<file path="src/design/bp_mem_pkg.sv">
package bp_mem_pkg;

  localparam int flit_width_gp = 32;
  localparam int cid_width_gp  = 2;                  // at most four columns
  localparam int len_width_gp  = 2;

  // opcode, len and cid take the top six bits and the address fills the rest
  localparam int addr_width_gp = flit_width_gp - 2 - len_width_gp - cid_width_gp;

  typedef enum logic [1:0]
  {
    e_mem_rd = 2'b00
    , e_mem_wr = 2'b01
  } mem_opcode_e;

  typedef struct packed
  {
    mem_opcode_e                opcode;
    logic [len_width_gp-1:0]    len;           // number of data flits after the header
    logic [cid_width_gp-1:0]    cid;           // column that owns the packet
    logic [addr_width_gp-1:0]   addr;
  } mem_hdr_s;

  // the same word is a header at the start of a packet and raw data after it
  typedef union packed
  {
    mem_hdr_s                   hdr;
    logic [flit_width_gp-1:0]   data;
  } mem_flit_u;

  typedef struct packed
  {
    logic                       v;
    mem_flit_u                  flit;
  } mem_link_s;

endpackage
</file>
<file path="src/design/bp_mem_slice.sv">
`timescale 1ns/1ps

module bp_mem_slice
 #(parameter int column_p = 0)
  (input                           clk_i
   , input                         rst_n_i

   , input  bp_mem_pkg::mem_link_s link_i
   , output logic                  ready_and_o

   , output bp_mem_pkg::mem_link_s link_o
   , input                         ready_and_i
   );

  localparam logic [bp_mem_pkg::cid_width_gp-1:0] cid_lp =
    column_p[bp_mem_pkg::cid_width_gp-1:0];

  bp_mem_pkg::mem_flit_u [1:0]              mem_r;
  bp_mem_pkg::mem_flit_u                    stamped_flit;
  logic                                     wr_ptr_r;
  logic                                     rd_ptr_r;
  logic [1:0]                               count_r;
  logic [bp_mem_pkg::len_width_gp-1:0]      left_r;
  logic                                     enq;
  logic                                     deq;

  assign ready_and_o = (count_r != 2'd2);
  assign enq         = link_i.v & ready_and_o;
  assign deq         = link_o.v & ready_and_i;

  // a zero count of flits left means the incoming flit is a header
  always_comb
    begin
      stamped_flit = link_i.flit;
      if (left_r == '0)
        stamped_flit.hdr.cid = cid_lp;
    end

  always_comb
    begin
      link_o.v    = (count_r != 2'd0);
      link_o.flit = mem_r[rd_ptr_r];
    end

  always_ff @(posedge clk_i)
    begin
      if (!rst_n_i)
        begin
          wr_ptr_r <= 1'b0;
          rd_ptr_r <= 1'b0;
          count_r  <= 2'd0;
          left_r   <= '0;
        end
      else
        begin
          if (enq)
            begin
              wr_ptr_r <= ~wr_ptr_r;
              left_r   <= (left_r == '0) ? link_i.flit.hdr.len : left_r - 1'b1;
            end
          if (deq)
            rd_ptr_r <= ~rd_ptr_r;
          count_r <= count_r + {1'b0, enq} - {1'b0, deq};
        end
    end

  always_ff @(posedge clk_i)
    begin
      if (enq)
        mem_r[wr_ptr_r] <= stamped_flit;
    end

  // a stalled output flit must not change under the consumer
  assert property (@(posedge clk_i) disable iff (!rst_n_i)
    (link_o.v && !ready_and_i) |=> (link_o.v && $stable(link_o.flit)));

endmodule

</file>
<file path="config.mk">
export PLATFORM = sky130hd
export DESIGN_NAME = bp_mem_slice
export DESIGN_NICKNAME = d
export VERILOG_FILES = /design/src/design/bp_mem_pkg.sv /design/src/design/bp_mem_slice.sv
export SDC_FILE = /design/constraint.sdc
export NUM_CORES = 1
export LEC_CHECK = 0
export ABC_CLOCK_PERIOD_IN_PS = 2500
export BUFFER_PORTS_ARGS = -buffer_cell sky130_fd_sc_hd__buf_2
export CORE_UTILIZATION = 51
export CTS_CLUSTER_DIAMETER = 80
export CTS_CLUSTER_SIZE = 30
export DETAILED_ROUTE_END_ITERATION = 8
export PLACE_DENSITY = 0.87
export SETUP_SLACK_MARGIN = 0.4
export SYNTH_ARGS = -nofsm -noshare
export SYNTH_HDL_FRONTEND = slang
export SYNTH_SLANG_ARGS = --single-unit
</file>
<file path="constraint.sdc">
create_clock -name clk_i -period 2.5 [get_ports clk_i]
set_input_delay 0.125 -clock clk_i [delete_from_list [all_inputs] [get_ports clk_i]]
set_output_delay 0.125 -clock clk_i [all_outputs]
set_load 0.05 [all_outputs]
</file>
==> Word level (Yosys, flattened, before mapping) <==
Cells that the tools add are included.
{ "totals": {"reg_bits": 70, "latch_bits": 0, "ram_bits": 0, "romBits": 0, "out_inout_bits": 34, "elab_cells": 27, "n_memories": 0} }
{ "classes": {"addsub": 3, "multipliers": 0, "div_mod_pow": 0, "magnitude_cmp": 3, "eq_ne": 1, "shift": 0, "muxes": 7, "bitwise_logic": 4, "reduce_logical": 3} }
{ "ops": {"columns": ["op", "count"], "rows": [
  ["32-bit two-way mux", 3],
  ["64-bit bitwise mux", 1],
  ["32-bit demux with 1-bit select", 1],
  ["1-bit by 2-bit < comparator with 1-bit output (second input constant)", 2],
  ["2-bit two-way mux", 2],
  ["2-bit by 1-bit adder with 2-bit output", 1],
  ["1-bit bitwise AND", 2],
  ["2-bit logical NOT", 1],
  ["2-bit != test (second input constant)", 1],
  ["1-bit inverter", 2],
  ["2-bit nonzero test", 1],
  ["2-bit by 1-bit subtractor with 2-bit output", 1],
  ["2-bit by 1-bit subtractor with 2-bit output (second input constant)", 1],
  ["1-bit greater-or-equal comparator (second input constant)", 1],
  ["1-bit logical AND", 1]
]} }

==> Depth between registers and ports, before layout <==
{ "depth": {"ltp_word": 5, "mapped_depth": 7, "depth_no_buf": 7} }

==> Worst setup path before layout <==
No wires, ideal clock.
{ "synth_path": {"kind": "register to register", "startpoint": "register count_r[1]", "endpoint": "register mem_r[32] (netlist bit) (enable)", "setup_time_ns": 0.392, "arrival_ns": 1.602, "path_slack_ns": 0.506, "path_stages_with_launch": 4, "synth_period_minus_slack_ns": 1.994, "cell_sequence": "dfxtp_1 > nor2b_2 > inv_2 > and3_1"} }
{ "synth_between": {"elab_chain_len": 2} }
{ "synth_lines": {"columns": ["element", "line", "source"], "rows": [
  ["start: declaration", "bp_mem_slice.sv:22", "logic [1:0] count_r;"],
  ["start signal: assignment", "bp_mem_slice.sv:63", "count_r <= count_r + {1'b0, enq} - {1'b0, deq};"],
  ["2-bit != test", "bp_mem_slice.sv:27", "assign ready_and_o = (count_r != 2'd2);"],
  ["via ready_and_o", "bp_mem_slice.sv:9", ", output logic ready_and_o"],
  ["1-bit bitwise AND", "bp_mem_slice.sv:28", "assign enq = link_i.v & ready_and_o;"],
  ["end signal: indexed assignment", "bp_mem_slice.sv:70", "mem_r[wr_ptr_r] <= stamped_flit;"],
  ["end: declaration", "bp_mem_slice.sv:18", "bp_mem_pkg::mem_flit_u [1:0] mem_r;"]
]} }
The timed path passes the listed nets, and every way through them passes these cells.
A chain may end at the register's enable or synchronous reset.

==> flow_summary.ini <==
[sta]
min_period_ps = 1810
hold_viol_final = 0
fmax_mhz = 553
hold_slack_ps = 59.7
worstMarginPinSlew_ps = 424
tns_ps = 0
period_share_pct = 72.4
rsz0062_at_grt = false
setup_viol_count_final = 0
relSlewSlack_pct = 71.8
skew_ps = 4.07
slew_violations = 0

[routing]
viasPerCell = 4.87
drc = 0
dr_total_vias = 1557
dr.first_iter.drc_count = 79
routed_wirelength_um = 4820
dr.pass1.iters = 4
ant_nets = 0
wire_per_inst_um = 15.1

[global_route]
globalRouteOverflowTotal = 0
first_global_vias = 1656
track_usage_pct = 19.9
grt_pass1_wl_um = 7370
antenna_found_initial = 0
grt_max_degree = 33

[job]
drv_cap = 0

[logic_synthesis]
synth_top_cell_by_area = edfxtp_1
synthTopCellsByArea = edfxtp_1 73%, mux2_1 12%, dfxtp_1 4.5%
yosys-top-cells-count = 64 x edfxtp_1, 29 x mux2_1, 6 x dfxtp_1
synth.distinct_cells = 29
synth-async-reset-ratio_pct = 0
netlist_instances = 139
ys_seq_elements = 70
yosys_warnings = 0
synth_area_sq_um = 2640
synth.avg_cell_area_sq_um = 19.0
syn_nets = 176
synth_edf_count = 64
synth_top_cell_area_share_pct = 72.8
seq_area_frac_synth_pct = 77.3
ys.flop_type = edfxtp_1
synth.most_common_cell = edfxtp_1

[cells_and_area]
drive_above_1_share_pct = 36.0
syn_to_final_growth_pct = 34.0
multi_input_area_sq_um = 559
regArea_sq_um = 2040
final_cell_area_sq_um = 3540
antenna_cells = 0
fin_nets = 286
nFillCells = 310

[floorplanning]
ios = 70
die_h_um = 74.0
rows = 25
start_util_pct = 54.5
die_w_um = 74.0
die-area_sq_um = 5470
core_sq_um = 4850

[setup_path]
cp_slowest_stage_delay_ps = 540
crit_path_start_kind = flip-flop
path_cells = buf_12 > mux2_1 > buf_2
reg2reg_depth = 4
crit_type = flip-flop to primary output
end_kind = primary output
worstPathArrival_ps = 1680
crit_fanout = 26
critical-path-slowest-cell = dfxtp_1
required_ps = 2380

[placed_design]
place.gp.congestion = 0.725
placed_cell_area_sq_um = 3090
hpwlAfterDp_um = 3110
numPortBuffers = 69

[worst_hold_path]
hold_class = input port to flip-flop
hold_path_depth = 2

[clock_tree]
htreeDepth = 3
cts.sinks = 70
clk_pin_slew_ps = 60
cts_buffers = 9
insertion_delay_ps = 330
root_buffer = clkbuf_8
cts_buffer_depth = 2
post_cts_buffers = 0
cts_tree = done

[power]
p_leak_nw = 1.37
p_total_mw = 3.49
ir_worst_vdd_mv = 0.804
p_per_area_nw_per_um2 = 986

[run_status]
status = completed
timing repair:
item,in CTS,in global routing
endpoints found under the setup margin,0,0
hold endpoints to repair,58,2
resized for setup,0,0
hold buffers,29,1
final timing paths:
kind                            startpoint  slack [ps]          to
worst max-delay path              rd_ptr_r         690  link_o[27]
worst min-delay path               rst_n_i          60  count_r[0]
worst max register to register  count_r[1]         950   mem_r[49]
worst min register to register    wr_ptr_r         520    wr_ptr_r
cell usage in the layout, fill, tap and decap left out, types with 3 or more instances in the layout:
cell	instances
mux2_2	3
inv_1	3
buf_4	3
edfxtp_1	64
buf_2	69
mux2_1	29
dlygate4sd3_1	30
a21oi_1	3
dfxtp_1	6
clkinv_1	4
clkbuf_8	9
cell families after synthesis:
| logic type | count (synthesis) | synth area share, % |
|---|---|---|
| flops | 70 | 77.3 |
| mux | 33 | 14.0 |
| compound gates | 12 | 3.03 |
| simple gates | 12 | 2.99 |
| buf+inv | 9 | 1.47 |
| xor+xnor | 2 | 0.664 |
| fa+ha+maj | 1 | 0.474 |
worst max-delay path, delay by kind of cell (launching register included):
family | cells | cell delay, ps
buffers and inverters | 2 | 440
flip-flops | 1 | 540
multiplexers | 1 | 340
routing by layer:
layer  track usage, %  vias up  share of wire [%]
li1                 -      757                  -
met3             7.05        9                5.2
met4             10.9        0                2.0
met5                0        -                  0
met2             33.8       49                 54
met1             21.8      742                 39
power breakdown:
part | switching, mW | total [mW] | internal (mW)
logic | 0.901 | 1.27 | 0.369
clock network | 0.363 | 0.705 | 0.342
registers | 0.0673 | 1.52 | 1.45
stage by stage:
step / setup slack (ps) / instances / util, %
CTS: 648 / 319 / 72.8
detailed placement: 964 / 275 / 63.8
floorplan: 506 / 139 / -
finish: 691 / 320 / 73.0
global placement: 996 / 275 / 63.8
global route: 596 / 320 / 73.0
area by class of cell:
class | instances | area share, %
Sequential cell | 70 | 57.7
Timing Repair Buffer | 103 | 19.4
Multi-Input combinational cell | 60 | 15.8
Clock buffer | 11 | 3.71
Tap cell | 67 | 2.37
Inverter | 5 | 0.530
Clock inverter | 4 | 0.424
sequential cells by signal, summed over array words and instances (netlist names):
register / flops
mem_r: 64
count_r: 2
left_r: 2
rd_ptr_r: 1
wr_ptr_r: 1
No activity file was read; power rests on OpenSTA's default activity.
