$ cat src/design/bp_mem_pkg.sv
package bp_mem_pkg;

  localparam int flit_width_gp = 32;
  localparam int cid_width_gp  = 2;                  // at most four columns
  localparam int len_width_gp  = 2;

  // opcode, len and cid take the top six bits and the address fills the rest
  localparam int addr_width_gp = flit_width_gp - 2 - len_width_gp - cid_width_gp;

  typedef enum logic [1:0]
  {
    e_mem_rd = 2'b00
    , e_mem_wr = 2'b01
  } mem_opcode_e;

  typedef struct packed
  {
    mem_opcode_e                opcode;
    logic [len_width_gp-1:0]    len;           // number of data flits after the header
    logic [cid_width_gp-1:0]    cid;           // column that owns the packet
    logic [addr_width_gp-1:0]   addr;
  } mem_hdr_s;

  // the same word is a header at the start of a packet and raw data after it
  typedef union packed
  {
    mem_hdr_s                   hdr;
    logic [flit_width_gp-1:0]   data;
  } mem_flit_u;

  typedef struct packed
  {
    logic                       v;
    mem_flit_u                  flit;
  } mem_link_s;

endpackage
$ cat src/design/bp_mem_resp_router.sv
`timescale 1ns/1ps

module bp_mem_resp_router
 #(parameter int mc_x_dim_p = 2)
  (input                                            clk_i
   , input                                          rst_n_i

   , input  bp_mem_pkg::mem_link_s                  link_i
   , output logic                                   ready_and_o

   , output bp_mem_pkg::mem_link_s [mc_x_dim_p-1:0] links_o
   , input  [mc_x_dim_p-1:0]                        ready_and_i
   );

  logic                                     busy_r;
  logic [bp_mem_pkg::cid_width_gp-1:0]      route_r;
  logic [bp_mem_pkg::len_width_gp-1:0]      left_r;
  logic [bp_mem_pkg::cid_width_gp-1:0]      route;
  logic                                     xfer;

  assign route = busy_r ? route_r : link_i.flit.hdr.cid;
  assign xfer  = link_i.v & ready_and_o;

  always_comb
    begin
      ready_and_o = 1'b0;
      for (int i = 0; i < mc_x_dim_p; i++)
        begin
          links_o[i].v    = link_i.v & (route == i);
          links_o[i].flit = link_i.flit;
          if (route == i)
            ready_and_o = ready_and_i[i];
        end
    end

  always_ff @(posedge clk_i)
    begin
      if (!rst_n_i)
        begin
          busy_r  <= 1'b0;
          route_r <= '0;
          left_r  <= '0;
        end
      else if (xfer)
        begin
          if (!busy_r)
            begin
              route_r <= link_i.flit.hdr.cid;
              left_r  <= link_i.flit.hdr.len;
              busy_r  <= (link_i.flit.hdr.len != '0);
            end
          else
            begin
              left_r <= left_r - 1'b1;
              busy_r <= (left_r != 1);               // clears on the last data flit
            end
        end
    end

  assert property (@(posedge clk_i) disable iff (!rst_n_i)
    (link_i.v && !busy_r) |-> (link_i.flit.hdr.cid < mc_x_dim_p));

endmodule

$ cat config.mk
export PLATFORM = sky130hd
export DESIGN_NAME = bp_mem_resp_router
export DESIGN_NICKNAME = d
export VERILOG_FILES = /design/src/design/bp_mem_pkg.sv /design/src/design/bp_mem_resp_router.sv
export SDC_FILE = /design/constraint.sdc
export NUM_CORES = 1
export LEC_CHECK = 0
export ABC_AREA = 1
export ABC_CLOCK_PERIOD_IN_PS = 1300
export BUFFER_PORTS_ARGS = -buffer_cell sky130_fd_sc_hd__clkbuf_2
export CAP_MARGIN = 0
export CORE_MARGIN = 4
export CORE_UTILIZATION = 33
export DETAILED_ROUTE_END_ITERATION = 12
export PLACE_DENSITY = 0.81
export SKIP_LAST_GASP = 1
export SYNTH_ARGS = -nofsm -noshare
export SYNTH_HDL_FRONTEND = slang
export SYNTH_SLANG_ARGS = --single-unit
$ cat constraint.sdc
create_clock -name clk_i -period 1.3 [get_ports clk_i]
set_input_delay 0.065 -clock clk_i [delete_from_list [all_inputs] [get_ports clk_i]]
set_output_delay 0.065 -clock clk_i [all_outputs]
set_load 0.01 [all_outputs]
# After elaboration in Yosys (flattened, before gate mapping)

Index checks and enable logic that the tools add are counted.

Register bits: 5
Input port bits: 37
Word-level logic and storage cells: 16

Add/subtract/negate cells: 1
Eq/ne operators: 2
Mux-type cells: 5
Bitwise logic cells: 3
Reduce and logical (&&, ||, !) cells: 2

Operators by type and width:

| cell                  | count |
|---|---|
| $mux W2               | 2 |
| $and A1 B1 Y1         | 3 |
| $mux W1               | 3 |
| $eq A2 B1 Y1 const B  | 1 |
| $logic_not A2 Y1      | 1 |
| $ne A2 B1 Y1 const B  | 1 |
| $reduce_bool A2 Y1    | 1 |
| $sub A2 B1 Y2 const B | 1 |

# Logic depth before layout (Yosys ltp)

Gate-level depths: netlist of the first run.

Depth after elaboration: 5
Gate-level depth with buffers: 9

# Least setup slack after synthesis of the first run

No wires, ideal clock.

Path type: reg-to-reg
Start point: register busy_r
End point: register route_r[1] in the netlist's numbering
Arrival time: 0.968 ns
Required time: 1.184 ns
Path slack: 0.216 ns
Cell stages (with the launch flop): 9
Cells stage by stage: dfxtp_1 buf_6 inv_6 nand2_2 nand2_4 nand3_2 nand2_4 nand2_1 and3_1

Longest elaborated chain between the ends: 5

RTL lines:

| what                   | RTL line                 | text |
|---|---|---|
| start, declared        | bp_mem_resp_router.sv:15 | `logic busy_r;` |
| start signal, assigned | bp_mem_resp_router.sv:50 | `busy_r <= (link_i.flit.hdr.len != '0);` |
| start signal, assigned | bp_mem_resp_router.sv:55 | `busy_r <= (left_r != 1);` |
| $mux W2 (*)            | n/a                      |  |
| $logic_not A2 Y1       | bp_mem_resp_router.sv:31 | `if (route == i)` |
| $mux W1                | bp_mem_resp_router.sv:31 |  |
| $mux W1 (*)            | bp_mem_resp_router.sv:31 |  |
| net ready_and_o        | bp_mem_resp_router.sv:9  | `, output logic ready_and_o` |
| $and A1 B1 Y1 (*)      | bp_mem_resp_router.sv:22 | `assign xfer = link_i.v & ready_and_o;` |
| end signal, assigned   | bp_mem_resp_router.sv:48 | `route_r <= link_i.flit.hdr.cid;` |
| end, declared          | bp_mem_resp_router.sv:16 | `logic [bp_mem_pkg::cid_width_gp-1:0] route_r;` |

The timed path passes the listed nets; every way through them passes the cells marked *.
A chain may end at the register's enable or synchronous reset.

# Worst setup path in the final report of the first run

Start point: register busy_r
End point: output ready_and_o

Longest elaborated chain between the ends: 4

RTL lines:

| what             | RTL line |
|---|---|
| $mux W2 (*)      | n/a |
| $logic_not A2 Y1 | bp_mem_resp_router.sv:31 |
| $mux W1          | bp_mem_resp_router.sv:31 |
| $mux W1 (*)      | bp_mem_resp_router.sv:31 |
| end, declared    | bp_mem_resp_router.sv:9 |

Mark *: on every way between the ends. The rest lies on a longest branch, timed or not.

==> out/qor.yml, run 1 <==
run_status:
  status: "complete, no violations"
global_routing:
  grt_use_total_pct: 5.740
  grt_max_degree: 11
  grt_antenna_before_repair: 0
  grt_pass1_wl_mm: 1.469
  overflow: 0
  grt_pass1_vias: 390
setup_path:
  cp.required_ns: 1.24
  critPathKind: "reg2out"
  startpoint_type: "flop"
  cp.arrival_ns: 1.16
  crit_fanout: 7
  critical_path.endpoint_type: "output port"
cells_and_area:
  antennaDiodeCount: 0
  fillers: 287
  nets: 121
  area_growth_pct: -36.09
  drive_gt1_share_pct: 45.12
  post-route-util_pct: 22.27
pwr:
  ir_drop_v: 0.0004344
  p_leak_nw: 0.2887
  power.density_nw_per_um2: 939.7
floorplanning:
  chipHeight_um: 59.15
  core_region_area_um2: 2477
  start_util_pct: 34.85
  die-area_um2: 3499
  pin_count: 104
  die_x_um: 59.15
  row_count: 18
placed_design:
  place_hpwl_um: 794.1
  place_congestion: 0.7755
  place_ws_ns: 0.06552
  portBuffers: 19
detailed_routing:
  vias: 452
  wl_mm: 1.022
  drtIter0Drc: 9
  via_per_inst: 4.036
  first_pass_iters: 2
  route.detailed.drc: 0
  antenna_left: 0
  route.detailed.wl_per_inst_um: 9.125
timing:
  finalCritPeriodShare_pct: 94.14
  slew_violations: 0
  setup_viol: 0
  fmax_mhz: 817.1
  tightest_slew_ns: 0.1722
  relSlewSlack_pct: 88.52
  skew_ns: 0.003007
  post-route-min-period_ns: 1.224
  hold_viol: 0
  fin_ws_ns: 0.07618
logic_synthesis:
  syn_avg_cell_area_um2: 7.076
  synth_area_um2: 863.3
  ys_warn_count: 0
  syn_inst: 122
  ys_types: 18
  synthesis.nets: 160
  ys_seq_area_share_pct: 11.59
  ys_ff_latch: 5
cts:
  cts_tree: "yes"
  cts-root-to-sink-buffers: 2
  ctsHtreeMaxLevel: 1
  clock_latency_ns: 0.24
  cts_made_buffers: 3
  cts_hold_buf: 0
  cts_root_buf: "clkbuf_4"
  path_clk_slew_ns: 0.04
  clkSinkCount: 5
flow_run:
  max_cap_violations: 0
hold_path:
  worstHoldPathType: "in2reg"
==> through the flow <==
stage                     TNS (ns)  area [um2]  power [mW]  std cells  hold WS (ns)
after global placement           0       499.2      0.3252        105        0.1301
final                            0       551.8      0.5185        112       0.07341
after detailed placement         0       499.2      0.3271        105        0.1301
after floorplan                  0       863.3      0.4784        122        0.1857
after global routing      -0.01170       551.8      0.5625        112        0.1019
after CTS                        0       526.8      0.5174        109       0.06377
==> sequential cells by signal (all words and copies together) (netlist names) <==
signal / cells
busy_r: 1
left_r: 2
route_r: 2
==> cell usage in the layout, fill, tap and decap left out <==
master	count
nand3_1	4
nand3_2	2
clkbuf_1	1
a21oi_1	5
clkbuf_4	3
o21bai_1	1
nand2_1	9
clkbuf_2	19
inv_6	1
ha_1	1
nor3_1	1
dfxtp_4	1
nor2_1	9
nand2_2	6
nand2_4	2
inv_1	8
and3_1	1
clkinv_1	1
dfxtp_1	4
buf_4	3
==> final timing paths <==
path,cells after the start,slack [ns],from,to
max,6,0.08,busy_r$_SDFFE_PN0P_,ready_and_o
min,3,0.07,rst_n_i,busy_r$_SDFFE_PN0P_
max reg2reg,9,0.13,busy_r$_SDFFE_PN0P_,left_r[0]$_SDFFE_PN0P_
min reg2reg,2,0.49,left_r[1]$_SDFFE_PN0P_,left_r[1]$_SDFFE_PN0P_
==> critical path, cell delays in order (launching register included) <==
cell and delay (ns):
dfxtp_4 0.37, inv_6 0.07, nand2_2 0.05, nand2_2 0.07, nand3_2 0.10, nand2_4 0.11
clkbuf_2 0.14
==> cell usage after synthesis <==
master / n / area share (%)
a21oi_1: 5 / 2.9
and3_1: 1 / 0.73
buf_2: 1 / 0.58
buf_4: 64 / 56
buf_6: 1 / 1.3
clkinv_1: 1 / 0.43
dfxtp_1: 5 / 12
ha_1: 1 / 1.4
inv_1: 8 / 3.5
inv_6: 1 / 1.0
nand2_1: 9 / 3.9
nand2_2: 6 / 4.3
nand2_4: 2 / 2.6
nand3_1: 4 / 2.3
nand3_2: 2 / 2.3
nor2_1: 9 / 3.9
nor3_1: 1 / 0.58
o21bai_1: 1 / 0.87
==> report_power, final <==
part	total (mW)	internal (mW)	switching [mW]	leakage [nW]
sequential	0.175	0.164	0.0112	0.0415
clock	0.181	0.116	0.0645	0.0150
combinational	0.163	0.0715	0.0916	0.232
==> timing repair <==
| item | in CTS | in global routing |
|---|---|---|
| gates resized for setup | 1 | 1 |
| buffers inserted | 0 | 3 |
| setup endpoints to repair | 3 | 1 |
| pin swaps | 0 | 1 |
==> final cells by class <==
class / instances / area [um2] / share of cell area (%)
multi-input combinational: 41 / 224.0 / 40.59
timing repair buffer: 22 / 117.6 / 21.32
sequential: 5 / 103.9 / 18.82
inverter: 10 / 42.54 / 7.710
tap: 30 / 37.54 / 6.803
clock buffer: 4 / 26.28 / 4.762
==> kinds of logic after synthesis <==
| kind of cell | share of synthesized area, % |
|---|---|
| DFF | 11.59 |
| and+or+nand+nor | 20.72 |
| AOI/OAI and AO/OA | 3.768 |
| buffers and inverters | 62.46 |
| adders and majority gates | 1.449 |
==> layer usage <==
metal	vias up	GRT usage [%]	part of all wire (%)
met5	-	0	0
met4	0	3.236	1.6
met3	4	7.407	19
met2	28	7.571	46
met1	191	4.706	34
li1	229	-	-
No activity file was read; power rests on OpenSTA's default activity.
==> run 2: changes to the inputs <==
--- a/config.mk
+++ b/config.mk
@@ -9,10 +9,12 @@
 export ABC_CLOCK_PERIOD_IN_PS = 1300
 export BUFFER_PORTS_ARGS = -buffer_cell sky130_fd_sc_hd__clkbuf_2
 export CAP_MARGIN = 0
+export CORE_ASPECT_RATIO = 1.1
 export CORE_MARGIN = 4
 export CORE_UTILIZATION = 33
 export DETAILED_ROUTE_END_ITERATION = 12
 export PLACE_DENSITY = 0.81
+export RECOVER_POWER = 25
 export SKIP_LAST_GASP = 1
 export SYNTH_ARGS = -nofsm -noshare
 export SYNTH_HDL_FRONTEND = slang
==> run 2 against run 1 <==
Compared with the run above: clock skew shrank 0.0014 ns; critical path type unchanged; combinational power grew 4%; largest cell class unchanged; routed wire length grew 8.8%; critical endpoint unchanged; largest power group unchanged.
==> out/qor.yml, run 2 (synthesized netlist as in run 1, its figures left out) <==
detailed_routing:
  via_per_inst: 3.929
  route.detailed.drc: 0
  drtIter0Drc: 5
  antenna_left: 0
  first_pass_iters: 3
  vias: 440
  route.detailed.wl_per_inst_um: 9.929
  wl_mm: 1.112
timing:
  relSlewSlack_pct: 88.10
  post-route-min-period_ns: 1.178
  fin_ws_ns: 0.1219
  tightest_slew_ns: 0.1786
  rsz0062_at_grt: "false"
  finalCritPeriodShare_pct: 90.62
  skew_ns: 0.001586
  fmax_mhz: 848.8
  holdWs_ns: 0.08511
  setup_viol: 0
  hold_viol: 0
  slew_violations: 0
  fin_setup_tns_ns: 0
pwr:
  p_leak_nw: 0.2870
  ir_drop_v: 0.0003577
  power.density_nw_per_um2: 938.3
  fin_total_pwr_uw: 523.6
setup_path:
  startpoint_type: "flop"
  cpLargestDelayFamily: "flip-flops"
  cp_common_cell: "nand2_2"
  cp.arrival_ns: 1.11
  cp_slowest_stage_delay_ns: 0.37
  critical_path.endpoint_type: "output port"
  cp_num_buf_inv: 2
  critPathKind: "reg2out"
  rr_worst_depth: 8
  crit_fanout: 6
  crit_cells: 6
  r2r_setup_slack_ns: 0.17
  worstPathCellList: "inv_6 -> nand2_2 -> nand2_2 -> nand3_2 -> nand2_4 -> clkbuf_2"
  cp.required_ns: 1.24
  crit_slowest_cell: "dfxtp_4"
placed_design:
  placed_area_um2: 508.0
  place_congestion: 0.7558
  place_ws_ns: 0.1068
  place_hpwl_um: 886.4
  portBuffers: 19
  dp.cells: 107
cells_and_area:
  final_cell_mix: "19 x clkbuf_2, 9 x nand2_1, 9 x nor2_1, 8 x inv_1, 6 x nand2_2"
  post-route-util_pct: 22.36
  drive_gt1_share_pct: 44.44
  area_growth_pct: -35.36
  nets: 120
  fin_cells: 112
  largestRegisters: "left_r: 2 flops, route_r: 2 flops, busy_r: 1 flops"
  fin_area_um2: 558.0
  final_common_cell: "clkbuf_2"
  antennaDiodeCount: 0
  fillers: 298
global_routing:
  grt_pass1_vias: 425
  grt_antenna_before_repair: 0
  grt_pass1_wl_mm: 1.738
  grt_use_total_pct: 6.634
  grt_max_degree: 11
  overflow: 0
cts:
  clock_latency_ns: 0.24
  cts-root-to-sink-buffers: 2
  cts_root_buf: "clkbuf_4"
  clkSinkCount: 5
  ctsHtreeMaxLevel: 1
  path_clk_slew_ns: 0.05
  cts_tree: "yes"
  cts_made_buffers: 3
hold_path:
  holdPathStages: 3
  worstHoldPathType: "in2reg"
floorplanning:
  chipHeight_um: 61.65
  core_region_area_um2: 2496
  row_count: 19
  die-area_um2: 3499
  die_x_um: 56.77
  pin_count: 104
  start_util_pct: 34.59
flow_run:
  max_cap_violations: 0
run_status:
  status: "complete, no violations"
==> run 2: cell count changes in the layout (fill, tap and decap cells not counted), sizes merged <==
| cell | change |
|---|---|
| buf | -1 |
==> run 2: per-layer routing <==
metal | up-vias | share of wire [%] | global-route usage [%]
li1 | 231 | - | -
met1 | 161 | 33 | 5.831
met2 | 31 | 40 | 8.581
met3 | 17 | 19 | 4.612
met4 | 0 | 7.8 | 9.603
met5 | - | 0 | 0
==> run 2: power breakdown <==
part | internal [mW] | switching, mW | leakage (nW)
registers | 0.164 | 0.0104 | 0.0415
clock network | 0.116 | 0.0643 | 0.0150
logic | 0.0762 | 0.0931 | 0.231
total | 0.356 | 0.168 | 0.287
==> run 2: layout make-up <==
type | instances | area [um2] | share of cell area (%)
Clock buffer | 4 | 26.28 | 4.709
Tap cell | 31 | 38.79 | 6.951
Timing Repair Buffer | 21 | 122.6 | 21.97
Sequential cell | 5 | 103.9 | 18.61
Multi-Input combinational cell | 41 | 224.0 | 40.13
Inverter | 10 | 42.54 | 7.623
==> run 2: repair_timing <==
action                     4_1_cts  5_1_grt
buffers inserted                 0        1
resized for setup                1        1
hold buffers                     0        0
setup endpoints to repair        1        1
pin swaps                        0        1
==> run 2: final timing paths <==
| path | start | to |
|---|---|---|
| max | busy_r$_SDFFE_PN0P_ | ready_and_o |
| min | rst_n_i | busy_r$_SDFFE_PN0P_ |
| max reg2reg | busy_r$_SDFFE_PN0P_ | route_r[1]$_SDFFE_PN0P_ |
| min reg2reg | route_r[1]$_SDFFE_PN0P_ | route_r[1]$_SDFFE_PN0P_ |
==> run 2: tightest hold or removal path, cell delays in order <==
cell and delay (ns):
clkbuf_2 0.12, nand2_1 0.07, nor2_1 0.03
==> run 3: changes to the inputs <==
--- a/config.mk
+++ b/config.mk
@@ -5,15 +5,14 @@
 export SDC_FILE = /design/constraint.sdc
 export NUM_CORES = 1
 export LEC_CHECK = 0
-export ABC_AREA = 1
 export ABC_CLOCK_PERIOD_IN_PS = 1300
 export BUFFER_PORTS_ARGS = -buffer_cell sky130_fd_sc_hd__clkbuf_2
 export CAP_MARGIN = 0
 export CORE_ASPECT_RATIO = 1.1
 export CORE_MARGIN = 4
-export CORE_UTILIZATION = 33
+export CORE_UTILIZATION = 31
 export DETAILED_ROUTE_END_ITERATION = 12
-export PLACE_DENSITY = 0.81
+export PLACE_DENSITY = 0.8
 export RECOVER_POWER = 25
 export SKIP_LAST_GASP = 1
 export SYNTH_ARGS = -nofsm -noshare
==> run 3 against run 2 <==
Compared with the run above: the run now ends with setup timing left; routed wire length is 12% higher; global-route usage up 0.19 points; die area decreased by 2.2%; core utilization up 1.5 points; via count fell by 13%; clock power down 4%; sequential power decreased by 3%; worst hold slack better by 0.036 ns; final cell count is 18% lower; clock skew is 0.0012 ns lower; critical endpoint is now route_r[0]$_SDFFE_PN0P_.
==> out/qor.yml, run 3 <==
run_status:
  status: "complete, but fails checks"
  violations: "setup timing"
cts:
  cts_made_buffers: 3
  clkSinkCount: 5
  path_clk_slew_ns: 0.04
  cts_tree: "yes"
  cts-root-to-sink-buffers: 2
  cts_root_buf: "clkbuf_4"
  clock_latency_ns: 0.23
  ctsHtreeMaxLevel: 1
cells_and_area:
  fin_cells: 92
  area_growth_pct: -29.27
  post-route-util_pct: 23.88
  largestRegisters: "left_r: 2 flops, route_r: 2 flops, busy_r: 1 flops"
  final_common_cell: "clkbuf_2"
  final_cell_mix: "18 x clkbuf_2, 5 x nand2_1, 4 x dfxtp_1, 4 x buf_4"
  fillers: 267
  antennaDiodeCount: 0
  drive_gt1_share_pct: 61.29
  nets: 101
pwr:
  power.density_nw_per_um2: 893.2
  p_leak_nw: 0.2770
  ir_drop_v: 0.0004538
hold_path:
  holdPathEnd: "busy_r$_SDFFE_PN0P_"
  worstHoldPathType: "in2reg"
  holdPathStages: 2
  hold_start: "rst_n_i"
setup_path:
  worstPathCellList: "mux2i_4 -> mux2i_4 -> buf_4 -> or3_4 -> mux2i_1"
  crit_fanout: 5
  r2r-start: "busy_r$_SDFFE_PN0P_"
  critical_path.endpoint_type: "flop"
  critPathKind: "reg2reg"
  cp_slowest_stage_delay_ns: 0.38
  cp_common_cell: "mux2i_4"
  cp.arrival_ns: 1.65
  cp.required_ns: 1.43
  r2r_setup_slack_ns: -0.22
  startpoint_type: "flop"
  reg2reg_to: "route_r[0]$_SDFFE_PN0P_"
  startpoint: "busy_r$_SDFFE_PN0P_"
  rr_worst_depth: 5
  crit_slowest_cell: "or3_4"
logic_synthesis:
  ys_seq_area_share_pct: 12.66
  ys_warn_count: 0
  synthArstFlopShare_pct: 0
  ys_types: 19
  syn_avg_cell_area_um2: 8.069
  synth_most_common_cell: "buf_4"
  synth_area_um2: 790.8
  ys_ff_latch: 5
  syn_inst: 98
  synthesis.nets: 136
  synth_top_area_share_pct: 60.76
  synthTopCellsByCount: "64 x buf_4, 6 x nand2_1, 5 x dfxtp_1"
  synth_edf_count: 0
  synth_area_leaders: "buf_4 61%, dfxtp_1 13%, mux2i_1 5.1%"
  yosysTopAreaCell: "buf_4"
  synthFlopType: "dfxtp_1"
detailed_routing:
  drtIter0Drc: 5
  wl_mm: 1.246
  antenna_left: 0
  via_per_inst: 4.174
  first_pass_iters: 3
  route.detailed.drc: 0
  vias: 384
  route.detailed.wl_per_inst_um: 13.54
global_routing:
  grt_pass1_wl_mm: 1.787
  grt_antenna_before_repair: 0
  overflow: 0
  grt_max_degree: 8
  grt_pass1_vias: 404
  grt_use_total_pct: 6.828
timing:
  skew_ns: 0.0003542
  tightest_slew_ns: 0.2423
  fmax_mhz: 656.4
  fin_ws_ns: -0.2235
  relSlewSlack_pct: 83.53
  post-route-min-period_ns: 1.524
  setup_viol: 8
  rsz0062_at_grt: "true"
  hold_viol: 0
  finalCritPeriodShare_pct: 117.2
  slew_violations: 0
floorplanning:
  die_x_um: 56.16
  die-area_um2: 3424
  row_count: 18
  start_util_pct: 33.76
  core_region_area_um2: 2342
  chipHeight_um: 60.97
  pin_count: 104
placed_design:
  portBuffers: 19
  place_congestion: 0.7288
  dp.cells: 85
  place_hpwl_um: 948.5
flow_run:
  max_cap_violations: 0
run 3: cell count changes after synthesis, sizes merged, moves of 2 or more:
cell,before,now
nand2,17,6
inv,9,2
a21oi,5,0
nand3,6,0
mux2i,0,5
nor2,9,2
o21ai,0,2
run 3: cell families (layout without fill, tap and decap cells):
family                   after synthesis  after routing  synth area share (%)
AO/OA/AOI/OAI                          5              5                 4.747
flip-flops                             5              5                 12.66
buffers and inverters                 67             31                 63.13
multiplexers                           6              6                 9.335
adder cells (fa/ha/maj)                1              1                 1.582
AND/OR/NAND/NOR                       14             14                 8.546
run 3: final cells by class:
cell class                 count  area (um2)  share of cell area [%]
clock buffer                   4       26.28                   4.698
inverter                       2       7.507                   1.342
multi-input combinational     26       230.2                   41.16
sequential                     5       103.9                   18.57
tap                           30       37.54                   6.711
timing repair buffer          25       153.9                   27.52
run 3: worst max-delay path, delay by kind of cell (launching register included):
family | cells | cell delay, ns
buf+inv | 1 | 0.16
flops | 1 | 0.36
mux | 3 | 0.52
simple gates | 1 | 0.38
run 3: per-stage QoR:
step	setup TNS [ns]	power [mW]	setup slack (ns)	area [um2]	hold slack, ns
CTS	-1.111	0.4865	-0.2014	520.5	0.1143
detailed placement	-0.6512	0.2906	-0.1393	459.2	0.1301
global placement	-0.2805	0.2858	-0.07693	459.2	0.1301
finish	-1.133	0.4996	-0.2235	559.3	0.1211
global route	-1.652	0.5375	-0.2592	559.3	0.1300
floorplan	-0.2363	0.4302	-0.07193	795.8	0.1888
run 3: power by group:
part | leakage [nW] | switching (mW) | internal, mW | total, mW
registers | 0.0414 | 0.00676 | 0.161 | 0.168
clock network | 0.0150 | 0.0573 | 0.116 | 0.173
logic | 0.221 | 0.0731 | 0.0859 | 0.159
run 3: how the worst max path moves through the flow:
stage / to / slack (ns)
2_1_floorplan: route_r[0]$_SDFFE_PN0P_ / -0.07
3_3_place_gp: left_r[0]$_SDFFE_PN0P_ / -0.08
3_5_place_dp: left_r[0]$_SDFFE_PN0P_ / -0.14
4_1_cts: route_r[0]$_SDFFE_PN0P_ / -0.20
5_1_grt: ready_and_o / -0.26
6_report: route_r[0]$_SDFFE_PN0P_ / -0.22
run 3: layer usage:
metal / GRT usage (%) / wire length [um] / vias up
li1: - / - / 177
met1: 5.177 / 375 / 172
met2: 11.69 / 641 / 20
met3: 4.255 / 178 / 15
met4: 7.119 / 52 / 0
met5: 0 / 0 / -
run 3: repair_timing:
item | 4_1_cts | 5_1_grt
setup endpoints to repair | 8 | 8
hold buffers | 0 | 0
resized for setup | 4 | 9
setup buffers | 2 | 1
